==> src/logic/pcm_pkg.sv <==
// pcm player package with register map, prescaler mode and channel state enums, width constants
package pcm_pkg;

    // rom address, prescaler and raw sample widths
    localparam int rom_aw = 17;
    localparam int pre_w  = 12;
    localparam int smp_w  = 7;

    // host register slots
    typedef enum logic [3:0] {
        reg_a_pre_lo   = 4'd0,
        reg_a_pre_hi   = 4'd1,
        reg_a_addr_lo  = 4'd2,
        reg_a_addr_mid = 4'd3,
        reg_a_addr_hi  = 4'd4,
        reg_a_play     = 4'd5,
        reg_b_pre_lo   = 4'd6,
        reg_b_pre_hi   = 4'd7,
        reg_b_addr_lo  = 4'd8,
        reg_b_addr_mid = 4'd9,
        reg_b_addr_hi  = 4'd10,
        reg_b_play     = 4'd11,
        reg_gain       = 4'd12,
        reg_loop       = 4'd13
    } reg_addr_e;

    // prescaler mode, bits 5:4 of pre_hi
    // value 3 is decoded like pre_low8
    typedef enum logic [1:0] {
        pre_full   = 2'd0,
        pre_low8   = 2'd1,
        pre_nibble = 2'd2
    } pre_mode_e;

    typedef enum logic {
        ch_idle = 1'b0,
        ch_play = 1'b1
    } ch_state_e;

endpackage

==> src/logic/pcm_regs.sv <==
// host register file with address decode, load and play strobes, per-channel field slicing
`timescale 1ns/1ps

module pcm_regs #(
    parameter bit inv_a0    = 1'b0,
    parameter bit gain_a_hi = 1'b1
) (
    input  logic                        clk,
    input  logic                        rst,
    input  logic [3:0]                  addr,
    input  logic [7:0]                  din,
    input  logic                        cs,
    input  logic                        wr_n,
    output logic [pcm_pkg::rom_aw-1:0]  a_start,
    output logic [pcm_pkg::rom_aw-1:0]  b_start,
    output logic [pcm_pkg::pre_w-1:0]   a_pre,
    output logic [pcm_pkg::pre_w-1:0]   b_pre,
    output pcm_pkg::pre_mode_e          a_mode,
    output pcm_pkg::pre_mode_e          b_mode,
    output logic                        a_loop,
    output logic                        b_loop,
    output logic                        a_load,
    output logic                        b_load,
    output logic                        a_play,
    output logic                        b_play,
    output logic [3:0]                  gain_a,
    output logic [3:0]                  gain_b
);
    import pcm_pkg::*;

    // 14 byte registers, not every bit is used
    logic [7:0] regs [0:13];
    reg_addr_e  addr_j;
    logic       wr_en;

    // some boards swap the lsb of the host address
    assign addr_j = reg_addr_e'(inv_a0 ? (addr ^ 4'b0001) : addr);
    assign wr_en  = cs && !wr_n;

    always_ff @(posedge clk or posedge rst) begin
        if (rst) begin
            for (int i = 0; i < 14; i++) begin
                regs[i] <= 8'd0;
            end
            a_load <= 1'b0;
            b_load <= 1'b0;
            a_play <= 1'b0;
            b_play <= 1'b0;
        end else begin
            // slots 14 and 15 are not backed
            if (wr_en && addr_j <= reg_loop) begin
                regs[addr_j] <= din;
            end
            // prescaler reload one cycle after either pre byte is written
            a_load <= wr_en && (addr_j == reg_a_pre_lo || addr_j == reg_a_pre_hi);
            b_load <= wr_en && (addr_j == reg_b_pre_lo || addr_j == reg_b_pre_hi);
            // any access to the play slot, read or write
            a_play <= cs && addr_j == reg_a_play;
            b_play <= cs && addr_j == reg_b_play;
        end
    end

    // channel A fields
    assign a_pre   = {regs[reg_a_pre_hi][3:0], regs[reg_a_pre_lo]};
    assign a_mode  = pre_mode_e'(regs[reg_a_pre_hi][5:4]);
    assign a_start = {regs[reg_a_addr_hi][0], regs[reg_a_addr_mid], regs[reg_a_addr_lo]};
    assign a_loop  = regs[reg_loop][0];

    // channel B fields
    assign b_pre   = {regs[reg_b_pre_hi][3:0], regs[reg_b_pre_lo]};
    assign b_mode  = pre_mode_e'(regs[reg_b_pre_hi][5:4]);
    assign b_start = {regs[reg_b_addr_hi][0], regs[reg_b_addr_mid], regs[reg_b_addr_lo]};
    assign b_loop  = regs[reg_loop][1];

    // gain nibbles, A in the high half by default
    assign gain_a = gain_a_hi ? regs[reg_gain][7:4] : regs[reg_gain][3:0];
    assign gain_b = gain_a_hi ? regs[reg_gain][3:0] : regs[reg_gain][7:4];

endmodule

==> src/logic/pcm_clk_div.sv <==
// E and Q clock enable generation and half-rate sample tick
`timescale 1ns/1ps

module pcm_clk_div (
    input  logic clk,
    input  logic rst,
    input  logic cen,
    output logic cen_e,
    output logic cen_q,
    output logic smp_tick
);

    // counts cen pulses, four per E/Q period
    logic [1:0] cen_cnt;
    // halves the Q rate
    logic       div2;

    always_ff @(posedge clk or posedge rst) begin
        if (rst) begin
            cen_cnt  <= 2'd0;
            cen_e    <= 1'b0;
            cen_q    <= 1'b0;
            smp_tick <= 1'b0;
            div2     <= 1'b0;
        end else begin
            if (cen) begin
                cen_cnt <= cen_cnt + 2'd1;
            end
            // Q on the 2nd, E on the 4th cen pulse
            cen_q    <= cen && cen_cnt == 2'd1;
            cen_e    <= cen && cen_cnt == 2'd3;
            // every other Q slot, one tick per 8 cen
            smp_tick <= cen && cen_cnt == 2'd1 && div2;
            if (cen_q) begin
                div2 <= ~div2;
            end
        end
    end

endmodule

==> src/logic/pcm_channel.sv <==
// one playback channel with prescaler, address counter, rom fetch and end/loop handling
`timescale 1ns/1ps

module pcm_channel #(
    parameter logic [pcm_pkg::smp_w-1:0] smp_offset = 7'd64
) (
    input  logic                        clk,
    input  logic                        rst,
    input  logic                        smp_tick,
    input  logic [pcm_pkg::rom_aw-1:0]  start_addr,
    input  logic [pcm_pkg::pre_w-1:0]   pre_val,
    input  pcm_pkg::pre_mode_e          pre_mode,
    input  logic                        loop,
    input  logic                        play,
    input  logic                        load,
    input  logic [7:0]                  rom_dout,
    input  logic                        rom_ok,
    output logic [pcm_pkg::rom_aw-1:0]  rom_addr,
    output logic                        rom_cs,
    output logic [pcm_pkg::smp_w-1:0]   snd
);
    import pcm_pkg::*;

    ch_state_e        state;
    logic             play_l;
    logic             play_rise;
    logic [pre_w-1:0] cnt;
    logic             over;
    logic             nib_mode;
    logic             fetch;
    logic             stall;

    // per-nibble stepping has no carry between fields
    function automatic logic [rom_aw-1:0] next_addr(
        input logic [rom_aw-1:0] a,
        input logic              nib
    );
        logic [rom_aw-1:0] n;
        if (nib) begin
            n[3:0]         = a[3:0] + 4'd1;
            n[7:4]         = a[7:4] + 4'd1;
            n[11:8]        = a[11:8] + 4'd1;
            n[rom_aw-1:12] = a[rom_aw-1:12] + 1'b1;
        end else begin
            n = a + 1'b1;
        end
        return n;
    endfunction

    assign nib_mode  = pre_mode == pre_nibble;
    assign play_rise = play && !play_l;
    assign rom_cs    = state == ch_play;

    // overflow point set by the mode
    always_comb begin
        if (nib_mode) begin
            over = &cnt[pre_w-1:8];
        end else if (pre_mode == pre_full) begin
            over = &cnt;
        end else begin
            over = &cnt[7:0];
        end
    end

    // byte due and rom ready, or due and rom not ready
    assign fetch = smp_tick && over && state == ch_play && rom_ok;
    assign stall = smp_tick && over && state == ch_play && !rom_ok;

    always_ff @(posedge clk or posedge rst) begin
        if (rst) begin
            state    <= ch_idle;
            play_l   <= 1'b0;
            cnt      <= '0;
            rom_addr <= '0;
            snd      <= '0;
        end else begin
            play_l <= play;
            // prescaler freezes at overflow until the rom answers
            if (smp_tick && !stall) begin
                if (over) begin
                    cnt <= pre_val;
                end else if (nib_mode) begin
                    cnt[7:0]       <= cnt[7:0] + 8'd1;
                    cnt[pre_w-1:8] <= cnt[pre_w-1:8] + 4'd1;
                end else begin
                    cnt <= cnt + 1'b1;
                end
            end
            if (fetch) begin
                snd <= rom_dout[6:0] - smp_offset;
                // bit 7 marks the last byte
                if (rom_dout[7]) begin
                    if (loop) begin
                        rom_addr <= start_addr;
                    end else begin
                        state <= ch_idle;
                    end
                end else begin
                    rom_addr <= next_addr(rom_addr, nib_mode);
                end
            end
            if (load) begin
                cnt <= pre_val;
            end
            // restart wins over any step
            if (play_rise) begin
                state    <= ch_play;
                rom_addr <= start_addr;
            end
            // silent while idle
            if (state == ch_idle) begin
                snd <= '0;
            end
        end
    end

endmodule

==> src/logic/pcm_mixer.sv <==
// per-channel gain scaling and registered sum of both channels
`timescale 1ns/1ps

module pcm_mixer (
    input  logic                              clk,
    input  logic                              rst,
    input  logic signed [pcm_pkg::smp_w-1:0]  snd_a,
    input  logic signed [pcm_pkg::smp_w-1:0]  snd_b,
    input  logic [3:0]                        gain_a,
    input  logic [3:0]                        gain_b,
    output logic signed [7:0]                 snd
);
    import pcm_pkg::*;

    // 7b signed x 4b unsigned fits 12b, and so does the sum
    logic signed [11:0] prod_a;
    logic signed [11:0] prod_b;
    logic signed [11:0] mix_sum;
    logic signed [11:0] mix_shr;

    // gains are zero-extended so they stay positive
    assign prod_a  = snd_a * $signed({1'b0, gain_a});
    assign prod_b  = snd_b * $signed({1'b0, gain_b});
    assign mix_sum = prod_a + prod_b;
    // divide by 16, peak magnitude 120
    assign mix_shr = mix_sum >>> 4;

    always_ff @(posedge clk or posedge rst) begin
        if (rst) begin
            snd <= '0;
        end else begin
            snd <= mix_shr[7:0];
        end
    end

endmodule

==> src/logic/pcm_top.sv <==
// pcm player top level with registers, clock divider, two channels and mixer
`timescale 1ns/1ps

module pcm_top #(
    parameter bit                        inv_a0     = 1'b0,
    parameter bit                        gain_a_hi  = 1'b1,
    parameter logic [pcm_pkg::smp_w-1:0] smp_offset = 7'd64
) (
    input  logic                        clk,
    input  logic                        rst,
    input  logic                        cen,
    input  logic [3:0]                  addr,
    input  logic [7:0]                  din,
    input  logic                        cs,
    input  logic                        wr_n,
    output logic                        cen_e,
    output logic                        cen_q,
    output logic [pcm_pkg::rom_aw-1:0]  roma_addr,
    output logic                        roma_cs,
    input  logic [7:0]                  roma_dout,
    input  logic                        roma_ok,
    output logic [pcm_pkg::rom_aw-1:0]  romb_addr,
    output logic                        romb_cs,
    input  logic [7:0]                  romb_dout,
    input  logic                        romb_ok,
    output logic [pcm_pkg::smp_w-1:0]   snd_a,
    output logic [pcm_pkg::smp_w-1:0]   snd_b,
    output logic signed [7:0]           snd
);
    import pcm_pkg::*;

    logic [rom_aw-1:0] a_start;
    logic [rom_aw-1:0] b_start;
    logic [pre_w-1:0]  a_pre;
    logic [pre_w-1:0]  b_pre;
    pre_mode_e         a_mode;
    pre_mode_e         b_mode;
    logic              a_loop;
    logic              b_loop;
    logic              a_load;
    logic              b_load;
    logic              a_play;
    logic              b_play;
    logic [3:0]        gain_a;
    logic [3:0]        gain_b;
    logic              smp_tick;

    pcm_regs #(
        .inv_a0    (inv_a0),
        .gain_a_hi (gain_a_hi)
    ) i_pcm_regs (
        .clk     (clk),
        .rst     (rst),
        .addr    (addr),
        .din     (din),
        .cs      (cs),
        .wr_n    (wr_n),
        .a_start (a_start),
        .b_start (b_start),
        .a_pre   (a_pre),
        .b_pre   (b_pre),
        .a_mode  (a_mode),
        .b_mode  (b_mode),
        .a_loop  (a_loop),
        .b_loop  (b_loop),
        .a_load  (a_load),
        .b_load  (b_load),
        .a_play  (a_play),
        .b_play  (b_play),
        .gain_a  (gain_a),
        .gain_b  (gain_b)
    );

    pcm_clk_div i_pcm_clk_div (
        .clk      (clk),
        .rst      (rst),
        .cen      (cen),
        .cen_e    (cen_e),
        .cen_q    (cen_q),
        .smp_tick (smp_tick)
    );

    // each channel keeps its own rom port
    pcm_channel #(
        .smp_offset (smp_offset)
    ) i_pcm_channel_a (
        .clk        (clk),
        .rst        (rst),
        .smp_tick   (smp_tick),
        .start_addr (a_start),
        .pre_val    (a_pre),
        .pre_mode   (a_mode),
        .loop       (a_loop),
        .play       (a_play),
        .load       (a_load),
        .rom_dout   (roma_dout),
        .rom_ok     (roma_ok),
        .rom_addr   (roma_addr),
        .rom_cs     (roma_cs),
        .snd        (snd_a)
    );

    pcm_channel #(
        .smp_offset (smp_offset)
    ) i_pcm_channel_b (
        .clk        (clk),
        .rst        (rst),
        .smp_tick   (smp_tick),
        .start_addr (b_start),
        .pre_val    (b_pre),
        .pre_mode   (b_mode),
        .loop       (b_loop),
        .play       (b_play),
        .load       (b_load),
        .rom_dout   (romb_dout),
        .rom_ok     (romb_ok),
        .rom_addr   (romb_addr),
        .rom_cs     (romb_cs),
        .snd        (snd_b)
    );

    pcm_mixer i_pcm_mixer (
        .clk    (clk),
        .rst    (rst),
        .snd_a  (snd_a),
        .snd_b  (snd_b),
        .gain_a (gain_a),
        .gain_b (gain_b),
        .snd    (snd)
    );

endmodule

==> config.mk <==
export PLATFORM = sky130hd
export DESIGN_NAME = pcm_top
export DESIGN_NICKNAME = d
export VERILOG_FILES = /design/src/logic/pcm_pkg.sv /design/src/logic/pcm_regs.sv /design/src/logic/pcm_clk_div.sv /design/src/logic/pcm_channel.sv /design/src/logic/pcm_mixer.sv /design/src/logic/pcm_top.sv
export SDC_FILE = /design/constraint.sdc
export NUM_CORES = 1
export LEC_CHECK = 0
export ABC_AREA = 1
export BUFFER_PORTS_ARGS = -buffer_cell sky130_fd_sc_hd__buf_4
export CELL_PAD_IN_SITES_DETAIL_PLACEMENT = 0
export CELL_PAD_IN_SITES_GLOBAL_PLACEMENT = 2
export CORE_UTILIZATION = 34
export CTS_BUF_LIST = sky130_fd_sc_hd__clkbuf_4 sky130_fd_sc_hd__clkbuf_8
export CTS_CLUSTER_DIAMETER = 40
export CTS_CLUSTER_SIZE = 14
export DETAILED_ROUTE_END_ITERATION = 8
export GPL_ROUTABILITY_DRIVEN = 1
export PLACE_DENSITY_LB_ADDON = 0.1
export REMOVE_ABC_BUFFERS = 1
export SETUP_SLACK_MARGIN = 0.02
export SLEW_MARGIN = 20
export SYNTH_ARGS = -nofsm -noshare
export SYNTH_HDL_FRONTEND = slang
export SYNTH_SLANG_ARGS = --single-unit
==> constraint.sdc <==
create_clock -name clk -period 12.05 [get_ports clk]
set_input_delay 2.41 -clock clk [delete_from_list [all_inputs] [get_ports clk]]
set_output_delay 2.41 -clock clk [all_outputs]
set_load 0.05 [all_outputs]
==> flow_summary.json <==
{
  "final_util_pct": 39.13,
  "busiest_layer": "met2",
  "critPathRequiredTime_ns": 12.44,
  "mostFrequentLayoutCell": "nand2_1",
  "antenna_found_initial": 1,
  "whs_ns": 0.3918,
  "drt_wl_total_um": 29710,
  "numPortBuffers": 94,
  "yosys.area_share.adder_pct": 13.84,
  "synth_top_area_cell": "dfrtp_1",
  "post-route-period-util_pct": 39.01,
  "ctsResizeCount": 0,
  "r2r_end": "i_pcm_mixer.snd[7]",
  "cp-end-kind": "register",
  "synth_top_area_share_pct": 38.28,
  "rsz0062_at_grt": "no",
  "ys_warn_count": 0,
  "synth_top_family_by_area": "simple AND/OR/NAND/NOR gates",
  "finalHoldViolations": 0,
  "r2r_slack_ns": 7.35,
  "cp_max_fo": 8,
  "gr-usage-met3_pct": 2.688,
  "dr.pass1.iters": 5,
  "drtAntennaViolNets": 0,
  "grt_pass1_vias": 8863,
  "met2_usage_pct": 30.22,
  "mostFrequentLayoutCells": "456 x nand2_1, 217 x inv_1, 166 x dfrtp_1, 125 x o21ai_0, 101 x nand3_1",
  "yosysUniqueCellTypes": 39,
  "max_cap_viol_count": 0,
  "setup_viol": 0,
  "rr_worst_depth": 19,
  "worstSkewPairLatency_ns": 0.48,
  "gp_congestion": 0.7872,
  "viasPerCell": 4.707,
  "synth-simple-area-share_pct": 26.64,
  "arrival_ns": 5.09,
  "cpMostUsedCell": "inv_1",
  "synth_compound_area_share_pct": 9.052,
  "clk_pin_slew_worst_paths_ns": 0.10,
  "cts-buffers-inserted": 17,
  "grt.met1_usage_pct": 26.21,
  "critical_path.max_stage_delay_ns": 0.56,
  "cpMaxStageDelayCell": "fa_1",
  "synth_xor_area_share_pct": 2.583,
  "h-tree-depth": 4,
  "cts_tree": "built",
  "syn2layout_area_growth_pct": 13.50,
  "power_w": 0.001828,
  "seq_area_frac_synth_pct": 38.28,
  "rr_startpoint": "i_pcm_regs.gain_a[1]",
  "avgSynthCellArea_um2": 7.647,
  "hpwl_um": 21410,
  "skew_ns": 0.01011,
  "ir_worst_vdd_v": 0.00006929,
  "whs_endpoint": "i_pcm_channel_a.play_l",
  "cts_setup_buffers": 0,
  "crit_type": "reg2reg",
  "drc": 0,
  "io-pin-count": 95,
  "clk_path_buf_depth": 2,
  "hold_path_class": "reg2reg",
  "outcome": "finished clean",
  "cp-start-kind": "register",
  "relSlewSlack_pct": 43.11,
  "tightest_slew_ns": 0.8533,
  "syn_inst": 1419,
  "grt.total_usage_pct": 18.94,
  "path_cells": "nand2_1, inv_1, fa_1, inv_1, fa_1, inv_1, fa_1, inv_1, fa_1, fa_1, inv_1, ha_1, a21oi_1, a21boi_0, o21ai_0, nor2_1, inv_1, nand2_1, nand2_1",
  "first_iter_violations": 480,
  "tns_ns": 0,
  "avgRoutedWirePerCell_um": 15.55,
  "clockRootBuffer": "clkbuf_8",
  "grt_pass1_wl_um": 48270,
  "p_per_area_nw_per_um2": 148.4,
  "max_freq_ghz": 0.2127,
  "crit_start": "i_pcm_regs.gain_a[1]",
  "fp.dieH_um": 180.6,
  "die_w_um": 180.6,
  "netlist_top_cells_area": "dfrtp_1 38%, nand2_1 16%, fa_1 8.3%",
  "overflow": 0,
  "hold-path-cell-count": 0,
  "layout.nets": 1623,
  "holdBufCountCts": 0,
  "grt_max_degree": 62,
  "syn_area_um2": 10850,
  "slew_viol_final": 0,
  "via_count": 8995,
  "worstHoldStart": "i_pcm_regs.a_play",
  "period_minus_slack_ns": 4.701,
  "synth-seq-cells": 166,
  "drive_gt1_share_pct": 11.34,
  "p_leak_nw": 6.729,
  "clock_sinks": 166,
  "design.core.area_um2": 31470,
  "start_util_pct": 34.47,
  "synthMuxAreaShare_pct": 0,
  "die-area_um2": 32630,
  "std_cell_rows": 65
}
==> sequential cells by signal, indices dropped and copies added, names as in the netlist, 4 cells and up <==
signal,flops
i_pcm_channel_b.snd,7
i_pcm_channel_b.rom_addr,17
i_pcm_regs.gain_b,4
i_pcm_channel_a.snd,7
i_pcm_regs.b_start,17
i_pcm_regs.gain_a,4
i_pcm_regs.a_pre,12
i_pcm_channel_a.rom_addr,17
i_pcm_channel_a.cnt,12
i_pcm_channel_b.cnt,12
i_pcm_regs.a_start,17
i_pcm_mixer.snd,8
i_pcm_regs.b_pre,12
==> through the flow <==
| stage | setup slack [ns] | area (um^2) | instances |
|---|---|---|---|
| after floorplan | 5.150 | 10640 | 1379 |
| after global placement | 7.358 | 11870 | 1878 |
| after detailed placement | 7.318 | 11870 | 1878 |
| after CTS | 7.295 | 12310 | 1910 |
| after global routing | 6.932 | 12320 | 1911 |
| final | 7.349 | 12320 | 1911 |
==> worst max-delay path: cells and delay by family, from the launching register on <==
kind / cells / cell delay [ns]
fa+ha+maj: 6 / 2.93
flops: 1 / 0.48
compound gates: 3 / 0.42
simple gates: 4 / 0.40
buf+inv: 6 / 0.36
==> logic make-up after synthesis <==
kind of cell / Yosys count
flops: 166
compound gates: 181
fa+ha+maj: 93
xor+xnor: 32
buf+inv: 261
simple gates: 686
==> cell type report <==
cell class,instances,area (um^2)
Fill cell,3323,19160
Multi-Input combinational cell,992,5654
Sequential cell,166,4154
Inverter,221,834.6
Timing Repair Buffer,97,728.2
Tap cell,402,503.0
Clock buffer,20,275.3
Clock inverter,12,163.9
Antenna cell,1,2.502
==> routing by layer <==
metal | share of wire (%) | vias up
met4 | 1.9 | 0
met3 | 2.9 | 34
li1 | - | 4569
met1 | 50 | 4251
met2 | 45 | 141
met5 | 0 | -
==> power by group <==
part | internal, W | switching (W) | total, W
combinational | 0.000198 | 0.000369 | 0.000567
sequential | 0.000672 | 0.000125 | 0.000797
clock | 0.000225 | 0.000239 | 0.000464
total | 0.00110 | 0.000733 | 0.00183
==> worst max-delay path by stage <==
stage	endpoint	cells past startpoint	slack (ns)
final	i_pcm_mixer.snd[7]	19	7.35
after global placement	i_pcm_mixer.snd[7]	19	7.36
after CTS	i_pcm_mixer.snd[7]	19	7.29
after detailed placement	i_pcm_mixer.snd[7]	19	7.32
after floorplan	i_pcm_channel_a.cnt[0]	1	5.15
after global routing	i_pcm_mixer.snd[7]	19	6.93
==> Yosys cell counts, drive strengths merged <==
master,instances
nand4,12
a211oi,1
nor3,8
o21a,3
xor2,21
inv,221
fa,45
o211ai,4
ha,48
xnor2,11
nand2,469
o21ai,142
buf,19
o21bai,2
dfrtp,166
o31ai,1
or2,10
nor4,1
nand3,101
clkbuf,21
a21oi,26
nand3b,3
a21o,1
nor2,82
a21boi,1
(Power assumes the default switching activity.)
